$ cat src/rtl/memCtrlPkg.sv
package memCtrlPkg;

    // widths with a meaning on the processor side
    typedef logic [31:0] addrT;
    typedef logic [7:0]  byteT;
    typedef logic [31:0] wordT;

    // byte count of one request, 1, 2 or 4
    typedef logic [2:0]  lenT;

    // byte position inside a request, LSB first
    typedef logic [1:0]  stageT;

    typedef logic [1:0]  memOpT;

    localparam memOpT OP_FETCH  = 2'd0;
    localparam memOpT OP_LOAD   = 2'd1;
    localparam memOpT OP_STORE  = 2'd2;

    // level of o_memRw
    localparam logic  MEM_READ  = 1'b0;
    localparam logic  MEM_WRITE = 1'b1;

    // instruction fetches are always full words
    localparam lenT   FETCH_LEN = 3'd4;

    typedef enum logic [1:0] {
        ARB_IDLE,
        ARB_BUSY,
        ARB_RELEASE
    } arbStateT;

    // drain covers the byte still in flight after the last read address
    typedef enum logic [1:0] {
        SEQ_IDLE,
        SEQ_RUN,
        SEQ_DRAIN
    } seqStateT;

endpackage

$ cat src/rtl/memCtrlIfs.sv
`timescale 1ns/100ps

// one latched request, arbiter to sequencer
interface memReqIf import memCtrlPkg::*; ();
    logic  start;
    memOpT op;
    addrT  addr;
    lenT   len;
    wordT  wdata;
    logic  finished;

    modport arb (
        output start,
        output op,
        output addr,
        output len,
        output wdata,
        input  finished
    );

    modport seq (
        input  start,
        input  op,
        input  addr,
        input  len,
        input  wdata,
        output finished
    );
endinterface

// returned byte marker, sequencer to assembler
interface memByteIf import memCtrlPkg::*; ();
    logic  byteValid;
    stageT index;
    logic  last;
    memOpT op;

    modport seq (
        output byteValid,
        output index,
        output last,
        output op
    );

    modport asm (
        input  byteValid,
        input  index,
        input  last,
        input  op
    );
endinterface

$ cat src/rtl/memByteSequencer.sv
`timescale 1ns/100ps

module memByteSequencer import memCtrlPkg::*; (
    input  logic clk,
    input  logic rst,
    input  logic i_rdy,
    input  logic i_ioBufferFull,
    output logic o_memRw,
    output addrT o_memAddr,
    output byteT o_memDt,
    memReqIf.seq req,
    memByteIf.seq bus
);

    seqStateT state;
    stageT    stageQ;
    stageT    curStage;
    stageT    indexQ;
    addrT     lastAddr;
    addrT     curAddr;
    logic     advance;
    logic     isStore;
    logic     issuing;
    logic     lastStage;
    logic     writeNow;
    logic     validQ;
    logic     lastQ;

    assign advance  = i_rdy && !i_ioBufferFull;
    assign isStore  = (req.op == OP_STORE);

    // stage 0 goes out in the same cycle that start is seen
    assign issuing  = (state == SEQ_RUN) || ((state == SEQ_IDLE) && req.start);
    assign curStage = (state == SEQ_RUN) ? stageQ : '0;

    assign lastStage = ((lenT'(curStage) + lenT'(1)) == req.len);

    // base plus stage in little endian byte order
    assign curAddr  = issuing ? (req.addr + addrT'(curStage)) : lastAddr;
    assign writeNow = advance && issuing && isStore;

    // a stalled cycle repeats the last issued address so the RAM output
    // still belongs to the byte that the assembler is waiting for
    assign o_memAddr = advance ? curAddr : lastAddr;
    assign o_memRw   = writeNow ? MEM_WRITE : MEM_READ;
    assign o_memDt   = writeNow ? req.wdata[{curStage, 3'b000} +: 8] : '0;

    // stores end on their last write and reads one cycle later in drain
    assign req.finished = advance &&
                          ((state == SEQ_DRAIN) || (issuing && isStore && lastStage));

    always_ff @(posedge clk) begin
        if (rst) begin
            state    <= SEQ_IDLE;
            stageQ   <= '0;
            validQ   <= 1'b0;
            lastAddr <= '0;
        end else if (advance) begin
            lastAddr <= curAddr;
            // read data shows up one cycle after its address
            validQ   <= issuing && !isStore;
            case (state)
                SEQ_IDLE,
                SEQ_RUN: begin
                    if (issuing) begin
                        if (!lastStage) begin
                            state  <= SEQ_RUN;
                            stageQ <= curStage + 2'd1;
                        end else if (isStore) begin
                            state  <= SEQ_IDLE;
                        end else begin
                            state  <= SEQ_DRAIN;
                        end
                    end
                end
                SEQ_DRAIN: state <= SEQ_IDLE;
                default:   state <= SEQ_IDLE;
            endcase
        end
    end

    always_ff @(posedge clk) begin
        if (advance) begin
            indexQ <= curStage;
            lastQ  <= lastStage;
        end
    end

    assign bus.byteValid = validQ;
    assign bus.index     = indexQ;
    assign bus.last      = lastQ;
    assign bus.op        = req.op;

    // arbiter must wait for finished before a new start
    assert property (@(posedge clk) disable iff (rst)
        req.start |-> (state == SEQ_IDLE))
        else $error("start seen while the sequencer is busy");

    // a stall neither writes nor moves the RAM address
    assert property (@(posedge clk) disable iff (rst)
        !(i_rdy && !i_ioBufferFull) |->
            ((o_memRw == MEM_READ) && (o_memAddr == $past(o_memAddr))))
        else $error("RAM write or address change during a stall");

endmodule

$ cat src/rtl/memCtrlTop.sv
`timescale 1ns/100ps

module memCtrlTop import memCtrlPkg::*; (
    input  logic clk,
    input  logic rst,
    input  logic i_rdy,
    input  logic i_ioBufferFull,

    // byte RAM port
    input  byteT i_memDt,
    output logic o_memRw,
    output addrT o_memAddr,
    output byteT o_memDt,

    // instruction fetch
    input  logic i_infEn,
    input  addrT i_infAddr,
    output logic o_infDone,
    output wordT o_infInst,

    // data access
    input  logic i_dcEn,
    input  logic i_dcStore,
    input  lenT  i_dcLen,
    input  wordT i_dcDt,
    input  addrT i_dcAddr,
    output logic o_dcDone,
    output wordT o_dcDt
);

    memReqIf  reqBus ();
    memByteIf byteBus ();

    logic storeDone;

    // store completion goes straight to the done logic
    assign storeDone = reqBus.finished && (reqBus.op == OP_STORE);

    memReqArbiter u_memReqArbiter (
        .clk            (clk),
        .rst            (rst),
        .i_rdy          (i_rdy),
        .i_ioBufferFull (i_ioBufferFull),
        .i_infEn        (i_infEn),
        .i_infAddr      (i_infAddr),
        .i_dcEn         (i_dcEn),
        .i_dcStore      (i_dcStore),
        .i_dcLen        (i_dcLen),
        .i_dcDt         (i_dcDt),
        .i_dcAddr       (i_dcAddr),
        .req            (reqBus.arb)
    );

    memByteSequencer u_memByteSequencer (
        .clk            (clk),
        .rst            (rst),
        .i_rdy          (i_rdy),
        .i_ioBufferFull (i_ioBufferFull),
        .o_memRw        (o_memRw),
        .o_memAddr      (o_memAddr),
        .o_memDt        (o_memDt),
        .req            (reqBus.seq),
        .bus            (byteBus.seq)
    );

    memWordAssembler u_memWordAssembler (
        .clk            (clk),
        .rst            (rst),
        .i_rdy          (i_rdy),
        .i_ioBufferFull (i_ioBufferFull),
        .i_memDt        (i_memDt),
        .i_storeDone    (storeDone),
        .bus            (byteBus.asm),
        .o_infDone      (o_infDone),
        .o_infInst      (o_infInst),
        .o_dcDone       (o_dcDone),
        .o_dcDt         (o_dcDt)
    );

endmodule

$ cat src/rtl/memReqArbiter.sv
`timescale 1ns/100ps

module memReqArbiter import memCtrlPkg::*; (
    input  logic clk,
    input  logic rst,
    input  logic i_rdy,
    input  logic i_ioBufferFull,
    input  logic i_infEn,
    input  addrT i_infAddr,
    input  logic i_dcEn,
    input  logic i_dcStore,
    input  lenT  i_dcLen,
    input  wordT i_dcDt,
    input  addrT i_dcAddr,
    memReqIf.arb req
);

    arbStateT state;
    logic     advance;
    logic     takeDc;
    logic     takeInf;
    logic     startQ;
    memOpT    opQ;
    addrT     addrQ;
    lenT      lenQ;
    wordT     wdataQ;

    assign advance = i_rdy && !i_ioBufferFull;

    // data side wins when both enables are up
    assign takeDc  = advance && (state == ARB_IDLE) && i_dcEn;
    assign takeInf = advance && (state == ARB_IDLE) && !i_dcEn && i_infEn;

    always_ff @(posedge clk) begin
        if (rst) begin
            state  <= ARB_IDLE;
            startQ <= 1'b0;
            opQ    <= OP_FETCH;
        end else if (advance) begin
            startQ <= takeDc || takeInf;
            case (state)
                ARB_IDLE: begin
                    if (takeDc) begin
                        opQ   <= i_dcStore ? OP_STORE : OP_LOAD;
                        state <= ARB_BUSY;
                    end else if (takeInf) begin
                        opQ   <= OP_FETCH;
                        state <= ARB_BUSY;
                    end
                end
                ARB_BUSY: begin
                    if (req.finished) begin
                        state <= ARB_RELEASE;
                    end
                end
                // one spare cycle while the requester drops its enable
                ARB_RELEASE: state <= ARB_IDLE;
                default:     state <= ARB_IDLE;
            endcase
        end
    end

    always_ff @(posedge clk) begin
        if (takeDc) begin
            addrQ  <= i_dcAddr;
            lenQ   <= i_dcLen;
            wdataQ <= i_dcDt;
        end else if (takeInf) begin
            addrQ  <= i_infAddr;
            lenQ   <= FETCH_LEN;
            wdataQ <= '0;
        end
    end

    assign req.start = startQ;
    assign req.op    = opQ;
    assign req.addr  = addrQ;
    assign req.len   = lenQ;
    assign req.wdata = wdataQ;

    // the sequencer only counts to a legal byte count
    assert property (@(posedge clk) disable iff (rst)
        takeDc |-> (i_dcLen inside {3'd1, 3'd2, 3'd4}))
        else $error("data request accepted with byte count %0d", i_dcLen);

endmodule

$ cat src/rtl/memWordAssembler.sv
`timescale 1ns/100ps

module memWordAssembler import memCtrlPkg::*; (
    input  logic clk,
    input  logic rst,
    input  logic i_rdy,
    input  logic i_ioBufferFull,
    input  byteT i_memDt,
    input  logic i_storeDone,
    memByteIf.asm bus,
    output logic o_infDone,
    output wordT o_infInst,
    output logic o_dcDone,
    output wordT o_dcDt
);

    wordT wordQ;
    wordT merged;
    logic advance;
    logic capture;
    logic fetchDone;
    logic loadDone;

    assign advance = i_rdy && !i_ioBufferFull;
    assign capture = advance && bus.byteValid;

    assign fetchDone = capture && bus.last && (bus.op == OP_FETCH);
    assign loadDone  = capture && bus.last && (bus.op == OP_LOAD);

    // byte 0 starts from zero, upper lanes of short loads stay clear
    always_comb begin
        merged = (bus.index == '0) ? '0 : wordQ;
        merged[{bus.index, 3'b000} +: 8] = i_memDt;
    end

    always_ff @(posedge clk) begin
        if (capture) begin
            wordQ <= merged;
        end
    end

    always_ff @(posedge clk) begin
        if (rst) begin
            o_infDone <= 1'b0;
            o_infInst <= '0;
            o_dcDone  <= 1'b0;
            o_dcDt    <= '0;
        end else if (advance) begin
            o_infDone <= fetchDone;
            o_dcDone  <= loadDone || i_storeDone;
            if (fetchDone) begin
                o_infInst <= merged;
            end
            if (loadDone) begin
                o_dcDt <= merged;
            end else if (i_storeDone) begin
                // nothing to return for a store
                o_dcDt <= '0;
            end
        end
    end

    // one request in flight, so only one requester can be answered
    assert property (@(posedge clk) disable iff (rst)
        !(o_infDone && o_dcDone))
        else $error("fetch and data done raised together");

endmodule

$ cat config.mk
export PLATFORM = sky130hd
export DESIGN_NAME = memCtrlTop
export DESIGN_NICKNAME = d
export VERILOG_FILES = /design/src/rtl/memCtrlPkg.sv /design/src/rtl/memCtrlIfs.sv /design/src/rtl/memByteSequencer.sv /design/src/rtl/memCtrlTop.sv /design/src/rtl/memReqArbiter.sv /design/src/rtl/memWordAssembler.sv
export SDC_FILE = /design/constraint.sdc
export NUM_CORES = 1
export LEC_CHECK = 0
export BUFFER_PORTS_ARGS = -buffer_cell sky130_fd_sc_hd__buf_2
export CAP_MARGIN = 30
export CORE_MARGIN = 3
export CORE_UTILIZATION = 49
export CTS_CLUSTER_SIZE = 28
export DETAILED_ROUTE_END_ITERATION = 16
export GPL_TIMING_DRIVEN = 1
export PLACE_DENSITY = 0.76
export SYNTH_ARGS = -nofsm -noshare
export SYNTH_HDL_FRONTEND = slang
export SYNTH_SLANG_ARGS = --single-unit
export TNS_END_PERCENT = 30
$ cat constraint.sdc
create_clock -name clk -period 3.4 [get_ports clk]
set_clock_uncertainty 0.1 [all_clocks]
set_input_delay 0.51 -clock clk [delete_from_list [all_inputs] [get_ports clk]]
set_output_delay 0.51 -clock clk [all_outputs]
set_load 0.005 [all_outputs]
==> impl_metrics.tcl, run 1 <==
set metrics [dict create \
    port-buffer-count 220 \
    synth-warning-count 0 \
    yosysSeqAreaShare_pct 55.78 \
    final_nets 1223 \
    use_met3_pct 3.836 \
    synthAdderAreaFrac_pct 0.8014 \
    synth-main-ff-cell "dfxtp_1" \
    critPathLaunchType "register" \
    netlist.area_leader.share_pct 32.70 \
    ys_top_cells_by_area "edfxtp_1 (33%), dfxtp_1 (23%), mux2_2 (4.4%)" \
    drive_gt1_share_pct 29.53 \
    grt_start_max_net_pins 62 \
    syn-cell-area_um2 9368 \
    p_total_mw 5.589 \
    cp.arrival_ns 2.72 \
    slew_viol_final 0 \
    fin_crit_sh_pct 97.93 \
    ant_nets 0 \
    die_x_um 144.3 \
    globalRouteOverflowTotal 0 \
    synthXorXnorAreaFrac_pct 2.057 \
    finalNonFillerCells 1350 \
    p_per_area_nw_per_um2 484.0 \
    synth_edf_count 102 \
    maxSlewHeadroom_pct 43.13 \
    worstHoldStart "i_dcLen[2]" \
    grt_pass1_vias 7130 \
    gr-usage-met2_pct 34.81 \
    mostFrequentLayoutCell "buf_2" \
    final_cell_mix "buf_2 (220), dfxtp_1 (107), edfxtp_1 (102), nand2_1 (87), a21oi_1 (70)" \
    critPathTopFamily "simple AND/OR/NAND/NOR gates" \
    clock_latency_ns 0.50 \
    place_inst 1306 \
    yosysUniqueCellTypes 55 \
    max_slew.worst_pin.slew_ns 0.8465 \
    hold_violations 0 \
    grt_use_total_pct 21.92 \
    syn_to_final_growth_pct 23.27 \
    grt_pass1_wl_um 36780 \
    fin_util_pct 62.78 \
    ys_async_sr_fraction_pct 0 \
    antennaDiodeCount 0 \
    endpoint_kind "output port" \
    numCtsBuffers 24 \
    syn_nets 1021 \
    cp_max_fo 10 \
    critical_path_class "reg2out" \
    synthMuxAreaShare_pct 5.409 \
    hp-class "in2reg" \
    initial_utilization_pct 50.93 \
    outcome "finished, final reports clean" \
    tritoncts "built" \
    synth_simple_gate_area_share_pct 19.05 \
    vias 7610 \
    crit_chain "nand3b_1 > or3_1 > nor4_1 > xnor2_1 > a21oi_1 > buf_2" \
    top_usage_layer "met2" \
    h-tree-depth 1 \
    synth_seq_cells 210 \
    synth_area_per_cell_um2 10.40 \
    cts_root_buf "clkbuf_16" \
    cp-startpoint "u_memReqArbiter.req.addr[2]$_DFFE_PN_" \
    crit_path_top_delay_cell "or3_1" \
    core_area_um2 18390 \
    r2r-start "u_memByteSequencer.state[1]$_SDFFE_PP0P_" \
    wire_per_inst_um 17.17 \
    finalCriticalPeriod_ns 3.330 \
    post_cts_buffers 0 \
    num_io_pins 221 \
    clock_path_buffers 3 \
    synth_compound_gate_area_share_pct 13.42 \
    hpwlAfterDp_um 16250 \
    clkSinkCount 210 \
    synth_cells 901 \
    setup_viol 0 \
    cap_violations 0 \
    viasPerCell 5.637 \
    die-height_um 144.3 \
    synth_largest_area_cell "edfxtp_1" \
    dr.pass1.iters 5 \
    vdd_drop_max_mv 0.3845 \
    antenna_found_initial 2 \
    grt_use_met1_pct 30.71 \
    drcViolationCount 0 \
    rows 49 \
    path_clk_slew_ns 0.05 \
    gp_congestion 0.9219 \
    crit_buf_inv 1 \
    drt_iter0_markers 595 \
    totalWireLength_um 23190 \
    max_freq_mhz 300.3 \
    dieArea_um2 20810 \
    p_leak_nw 4.793 \
    synth_top_family_by_area "simple AND/OR/NAND/NOR gates" \
    cp_slowest_stage_delay_ns 0.56 \
    required_ns 2.79 \
]
==> cell type report <==
class,instances,area [um^2]
Clock buffer,40,732.0
Fill cell,1491,6845
Inverter,21,78.83
Multi-Input combinational cell,608,3908
Clock inverter,4,45.04
Sequential cell,210,5229
Timing Repair Buffer,238,1269
Tap cell,229,286.5
==> where the power goes <==
part / switching [mW] / total (mW) / internal, mW / leakage, nW
Clock: 0.961 / 2.50 / 1.53 / 0.382
Sequential: 0.0402 / 2.75 / 2.71 / 1.83
Combinational: 0.195 / 0.345 / 0.151 / 2.58
==> worst paths after layout <==
check	endpoint	slack [ns]	cells past startpoint
worst max-delay path	o_memAddr[19]	0.07	6
worst min-delay path	u_memReqArbiter.req.len[2]$_SDFFCE_PN1N_	0.17	2
worst max register to register	u_memWordAssembler.o_dcDt[18]$_SDFFE_PP0P_	0.86	7
worst min register to register	u_memWordAssembler.o_infInst[29]$_SDFFE_PP0P_	0.35	2
==> cells by family (layout without fill, tap and decap cells) <==
logic type                 count (synthesis)  after routing
AOI/OAI and AO/OA                        187            187
xor gates and xnor gates                  22             22
adders and majority gates                  6              6
buffers and inverters                     83            303
DFF                                      210            210
muxes                                     46             46
and+or+nand+nor                          347            347
==> synthesized netlist by cell type (11+ instances only) <==
| cell type | number |
|---|---|
| nand2b_1 | 30 |
| dfxtp_1 | 108 |
| inv_1 | 19 |
| a211oi_1 | 41 |
| nand3_1 | 45 |
| nor2b_1 | 18 |
| edfxtp_1 | 102 |
| nor2_1 | 53 |
| and3_1 | 40 |
| nor3_1 | 24 |
| nand2_1 | 87 |
| a21oi_1 | 71 |
| nor4_1 | 11 |
| a22o_1 | 32 |
| mux2_2 | 37 |
| a22oi_1 | 11 |
| buf_2 | 12 |
| xnor2_1 | 13 |
| clkbuf_1 | 46 |
==> stage by stage <==
stage	worst slack, ns	hold WS, ns	area (um^2)	setup TNS (ns)
after floorplan	0.1144	0.3316	9368	0
after global placement	0.4026	0.3387	10680	0
after detailed placement	0.3098	0.3432	10700	0
after CTS	-0.001102	0.1490	11500	-0.001102
after global routing	-0.03329	0.1675	11550	-0.04488
final	0.07031	0.1706	11550	0
==> layer usage <==
metal  vias up  routed length, um
li1       3713                  -
met3        52               1790
met4         4                740
met5         -                 22
met2       322              10450
met1      3519              10180
==> sequential cells by signal, indices dropped and copies added (netlist names), 2 cells and up <==
signal	flops
u_memByteSequencer.bus.index	2
u_memByteSequencer.lastAddr	32
u_memByteSequencer.stageQ	2
u_memByteSequencer.state	2
u_memReqArbiter.req.addr	32
u_memReqArbiter.req.len	3
u_memReqArbiter.req.op	2
u_memReqArbiter.req.wdata	32
u_memReqArbiter.state	2
u_memWordAssembler.o_dcDt	32
u_memWordAssembler.o_infInst	32
u_memWordAssembler.wordQ	32
==> timing repair <==
| action | CTS | global route |
|---|---|---|
| pin swaps | 0 | 1 |
| setup endpoints to repair | 8 | 9 |
| gates resized for setup | 6 | 9 |
| hold buffers | 0 | 0 |
Power figures use the tool's default switching activity.
==> run 2, diff against run 1 <==
- ABC_AREA: unset -> 1
- CORE_UTILIZATION: 49 -> 40
- PLACE_DENSITY: 0.76 -> 0.63
==> run 2 against run 1 <==
  * Clock power grew 4%
  * Maximum frequency grew 4.5%
  * Area after synthesis grew 4.6%
  * Via count grew 11%
  * Hold slack lost 0.011 ns
  * Worst setup slack gained 0.14 ns
  * Wire length grew 15%
  * Core utilization shrank 13 points
  * Global-route usage shrank 2.3 points
  * Sequential power is essentially flat
  * Cell count grew 29%
  * Critical endpoint is now o_memAddr[24]
  * Largest power group unchanged
==> impl_metrics.tcl, run 2 <==
set metrics [dict create \
    syn-cell-area_um2 9801 \
    vdd_drop_max_mv 0.2653 \
    drive_gt1_share_pct 22.46 \
    h-tree-depth 1 \
    drt_iter0_markers 610 \
    hold_violations 0 \
    clkSinkCount 210 \
    antennaDiodeCount 0 \
    final_nets 1522 \
    synth-main-ff-cell "dfxtp_1" \
    tritoncts "built" \
    initial_utilization_pct 41.26 \
    synth_largest_area_cell "edfxtp_1" \
    synth_cells 1200 \
    critPathLaunchType "register" \
    die-height_um 162.5 \
    endpoint_kind "output port" \
    mostFrequentLayoutCell "nand2_1" \
    vias 8447 \
    grt_setup_unrepaired "false" \
    n_fill_cell 2365 \
    r2r-start "u_memByteSequencer.bus.index[0]$_DFFE_PN_" \
    antenna_found_initial 0 \
    die_x_um 162.5 \
    rrSetupSlack_ns 1.02 \
    hp-class "in2reg" \
    rows 56 \
    cp-startpoint "u_memByteSequencer.state[1]$_SDFFE_PP0P_" \
    ctsHoldBuffers 0 \
    p_per_area_nw_per_um2 478.8 \
    hold_slack_ns 0.1593 \
    required_ns 2.79 \
    gp_congestion 0.9207 \
    syn_nets 1320 \
    dr.pass1.iters 5 \
    outcome "finished, final reports clean" \
    setup_viol 0 \
    grt_pass1_wl_um 41940 \
    dieArea_um2 26420 \
    final_cell_mix "nand2_1 (270), buf_2 (220), nor2_1 (154), inv_1 (146), dfxtp_1 (107)" \
    critical_path_class "reg2out" \
    clock_path_buffers 3 \
    ys_top_cells_by_area "edfxtp_1 (31%), dfxtp_1 (22%), nand2_1 (10%)" \
    hpwlAfterDp_um 19300 \
    drcViolationCount 0 \
    fin_setup_tns_ns 0 \
    cp.arrival_ns 2.58 \
    num_io_pins 221 \
    final_area_um2 11910 \
    numCtsBuffers 24 \
    synth_edf_count 102 \
    synth_commonest_cells "nand2_1 (270), nor2_1 (154), inv_1 (147), dfxtp_1 (108), edfxtp_1 (102)" \
    slew_viol_final 0 \
    totalWireLength_um 26550 \
    port-buffer-count 220 \
    yosysMostFrequentCell "nand2_1" \
    globalRouteOverflowTotal 0 \
    synth_seq_cells 210 \
    ant_nets 0 \
    synth_area_per_cell_um2 8.167 \
    rr_endpoint "u_memWordAssembler.o_dcDt[4]$_SDFFE_PP0P_" \
    max_freq_mhz 313.7 \
    fin_crit_sh_pct 93.74 \
    max_slew.worst_pin.slew_ns 0.9458 \
    grt_start_max_net_pins 84 \
    clock_latency_ns 0.52 \
    cp_max_fo 7 \
    dpl_cell_area_um2 11110 \
    crit_end "o_memAddr[24]" \
    maxSlewHeadroom_pct 36.95 \
    syn_to_final_growth_pct 21.54 \
    yosysUniqueCellTypes 42 \
    viasPerCell 4.857 \
    grt_use_total_pct 19.64 \
    netlist.area_leader.share_pct 31.25 \
    cts_root_buf "clkbuf_16" \
    grt_pass1_vias 7936 \
    finalCriticalPeriod_ns 3.187 \
    rr_worst_depth 7 \
    path_clk_slew_ns 0.06 \
    wire_per_inst_um 15.27 \
    synth-warning-count 0 \
    core_area_um2 23750 \
    yosysSeqAreaShare_pct 53.31 \
    p_leak_nw 5.578 \
    p_total_mw 5.703 \
    cap_violations 0 \
    ys_async_sr_fraction_pct 0 \
]
==> run 2: changes by cell type after synthesis, sizes merged, moves of 32 or more <==
cell	change
a211oi	-38
a22o	-32
and3	-40
inv	+133
mux2	-37
nand2	+186
nand3	+40
nor2	+110
o21ai	+63
==> run 2: worst min path at each step <==
stage	from	to	slack, ns	cells after the start
after floorplan	u_memByteSequencer.bus.byteValid$_SDFFE_PP0N_	u_memByteSequencer.bus.byteValid$_SDFFE_PP0N_	0.34	2
after global routing	i_dcAddr[5]	u_memReqArbiter.req.addr[5]$_DFFE_PN_	0.16	3
after detailed placement	u_memByteSequencer.bus.byteValid$_SDFFE_PP0N_	u_memByteSequencer.bus.byteValid$_SDFFE_PP0N_	0.36	2
after CTS	i_dcStore	u_memReqArbiter.req.op[1]$_SDFFE_PP0P_	0.14	3
final	i_infAddr[28]	u_memReqArbiter.req.addr[28]$_DFFE_PN_	0.16	3
after global placement	u_memWordAssembler.o_infInst[26]$_SDFFE_PP0P_	u_memWordAssembler.o_infInst[26]$_SDFFE_PP0P_	0.35	2
==> run 2: critical path, stage by stage, from the launching register on <==
cell     delay [ns]
dfxtp_1        0.43
inv_2          0.10
nand4_2        0.11
nand2_1        0.06
inv_1          0.05
ha_1           0.13
inv_1          0.04
nand2_2        0.14
nand3_2        0.14
nor2_2         0.18
inv_1          0.07
o21ai_0        0.21
nand3_1        0.09
o21ai_0        0.11
inv_1          0.06
buf_2          0.13
==> run 2: repair_timing <==
item                       in CTS  in global routing
buffers inserted                0                  0
setup endpoints to repair       0                  2
resized for setup               0                  1
==> run 2: per-layer routing <==
layer	part of all wire [%]	vias to the layer above	GRT usage, %	routed length (um)
li1	-	4307	-	-
met1	47	3782	28.53	12520
met2	42	304	29.93	11260
met3	7.3	54	3.459	1930
met4	3.1	0	6.267	835
met5	0	-	0	0
==> run 2: cell type report <==
class	count	area, um^2	area share (%)
clock buffer	36	706.9	5.935
inverter	156	588.1	4.937
tap	319	399.1	3.351
sequential	210	5226	43.88
clock inverter	8	93.84	0.7878
multi-input combinational	780	3696	31.03
timing repair buffer	230	1201	10.08
==> run 2: power breakdown <==
part,internal (mW),switching [mW]
logic,0.134,0.222
registers,2.71,0.0371
clock network,1.58,1.01
total,4.43,1.27
==> run 2: metrics by stage <==
| stage | worst slack [ns] | std cells | utilization (%) |
|---|---|---|---|
| after CTS | 0.1153 | 1739 | 50.14 |
| after detailed placement | 0.6855 | 1695 | 46.77 |
| after global routing | 0.01255 | 1739 | 50.15 |
| final | 0.2127 | 1739 | 50.15 |
| after floorplan | 0.3621 | 1200 | - |
| after global placement | 0.7062 | 1695 | 46.77 |
==> run 2: cells by family (layout without fill, tap and decap cells) <==
group	after synthesis	in the layout	share of synthesized area, %
buffers and inverters	210	430	8.975
adder cells (fa/ha/maj)	6	6	0.7660
flip-flops	210	210	53.31
AO/OA/AOI/OAI	190	190	10.61
XOR/XNOR	7	7	0.6256
AND/OR/NAND/NOR	577	577	25.71
==> run 3, diff against run 2 <==
- MAX_ROUTING_LAYER: unset -> met4
==> run 3 against run 2 <==
  * Hold slack better by 0.0013 ns
  * Wire length up 1.8%
  * Global-route usage up 1.1 points
  * Combinational power about the same
  * Via count up 1.0%
  * Count of clock-buffer cells in the layout down 10
==> impl_metrics.tcl, run 3 (same netlist as run 2, synthesis figures left out) <==
set metrics [dict create \
    outcome "finished, final reports clean" \
    r2r-start "u_memByteSequencer.bus.index[0]$_DFFE_PN_" \
    hp-class "in2reg" \
    top_usage_layer "met2" \
    core_area_um2 23750 \
    use_met3_pct 2.848 \
    drcViolationCount 0 \
    numCtsBuffers 24 \
    antennaDiodeCount 0 \
    initial_utilization_pct 41.26 \
    grt_pass1_wl_um 42920 \
    globalRouteOverflowTotal 0 \
    setup_viol 0 \
    vdd_drop_max_mv 0.3365 \
    hold_violations 0 \
    dpl_cell_area_um2 11100 \
    max_slew.worst_pin.slew_ns 0.9123 \
    gp_congestion 0.9390 \
    clock_latency_ns 0.52 \
    max_freq_mhz 313.0 \
    cap_violations 0 \
    ctsHoldBuffers 0 \
    grt_pass1_vias 7994 \
    endpoint_kind "output port" \
    drt_iter0_markers 635 \
    port-buffer-count 220 \
    fin_crit_sh_pct 93.98 \
    slew_viol_final 0 \
    dieArea_um2 26420 \
    grt_use_total_pct 20.77 \
    die-height_um 162.5 \
    hpwlAfterDp_um 19590 \
    dr.pass1.iters 5 \
    p_leak_nw 5.616 \
    finalCriticalPeriod_ns 3.195 \
    cts_root_buf "clkbuf_16" \
    h-tree-depth 1 \
    final_cell_mix "nand2_1 (270), buf_2 (220), nor2_1 (154), inv_1 (146), dfxtp_1 (107)" \
    p_per_area_nw_per_um2 493.6 \
    clkSinkCount 210 \
    final_nets 1523 \
    num_io_pins 221 \
    gr-usage-met2_pct 31.28 \
    vias 8533 \
    clock_path_buffers 3 \
    worstHoldStart "i_dcStore" \
    mostFrequentLayoutCell "nand2_1" \
    critPathLaunchType "register" \
    cp.arrival_ns 2.59 \
    cp-startpoint "u_memReqArbiter.req.addr[1]$_DFFE_PN_" \
    grt_use_met1_pct 29.83 \
    final_area_um2 11970 \
    grt_setup_unrepaired "false" \
    p_total_mw 5.910 \
    syn_to_final_growth_pct 22.16 \
    drive_gt1_share_pct 22.73 \
    maxSlewHeadroom_pct 39.18 \
    grt_start_max_net_pins 84 \
    fin_setup_tns_ns 0 \
    die_x_um 162.5 \
    required_ns 2.79 \
    tritoncts "built" \
    viasPerCell 4.904 \
    critical_path_class "reg2out" \
    rows 56 \
    path_clk_slew_ns 0.06 \
    antenna_found_initial 0 \
    cp_max_fo 7 \
    ant_nets 0 \
    totalWireLength_um 27030 \
    wire_per_inst_um 15.53 \
]
-- run 3: cell types whose count changed in the layout (fill, tap and decap cells not counted), sizes merged --
cell / previous run / this run
bufinv: 2 / 6
clkinvlp: 2 / 1
inv: 154 / 155
buf: 230 / 231
clkbuf: 36 / 26
clkinv: 6 / 12
-- run 3: area by class of cell --
type	count	area (um^2)
inverters	156	588.1
multi-input cells	780	3701
clock inverters	18	254.0
flip-flops and latches	210	5226
repair buffers	231	1196
clock buffers	26	608.1
fillers	2349	11780
well taps	319	399.1
-- run 3: metal layers --
layer / up-vias / routed length [um]
met5: - / 0
met4: 0 / 581
met3: 38 / 1722
met2: 286 / 11790
met1: 3906 / 12930
li1: 4303 / -
-- run 3: worst max-delay path, cell delays in order, from the launching register on --
cell and delay [ns]:
edfxtp_1 0.43, inv_1 0.16, nand2_1 0.09, nand2_1 0.07
inv_1 0.04, ha_1 0.18, inv_1 0.06, nand2_2 0.11
nand3_2 0.15, nor2_4 0.06, xnor2_1 0.28, nand2_1 0.10
o21ai_0 0.13, inv_1 0.07, buf_2 0.13
-- run 3: final timing paths --
path	cells past startpoint	slack (ns)	end
worst max-delay path	14	0.20	o_memAddr[8]
worst min-delay path	3	0.16	u_memReqArbiter.req.op[1]$_SDFFE_PP0P_
worst max register to register	7	0.98	u_memWordAssembler.o_dcDt[4]$_SDFFE_PP0P_
worst min register to register	2	0.36	u_memWordAssembler.o_infInst[26]$_SDFFE_PP0P_
-- run 3: repair_timing --
action                     in CTS  in global routing
setup endpoints to repair       0                  5
gates resized for setup         0                  2
buffers inserted                0                  0
-- run 3: stage by stage --
stage	util, %	cells	setup WS (ns)	hold WS (ns)
3_3_place_gp	46.75	1696	0.7178	0.3509
3_5_place_dp	46.75	1696	0.7183	0.3560
5_1_grt	50.41	1740	0.01902	0.1490
6_report	50.41	1740	0.2046	0.1606
4_1_cts	50.38	1740	0.1328	0.1311
2_1_floorplan	-	1200	0.3621	0.3447
-- run 3: report_power, final --
part	switching (mW)	total, mW	internal [mW]
Sequential	0.0376	2.75	2.71
Clock	1.05	2.80	1.75
Combinational	0.224	0.357	0.133
Total	1.31	5.91	4.60
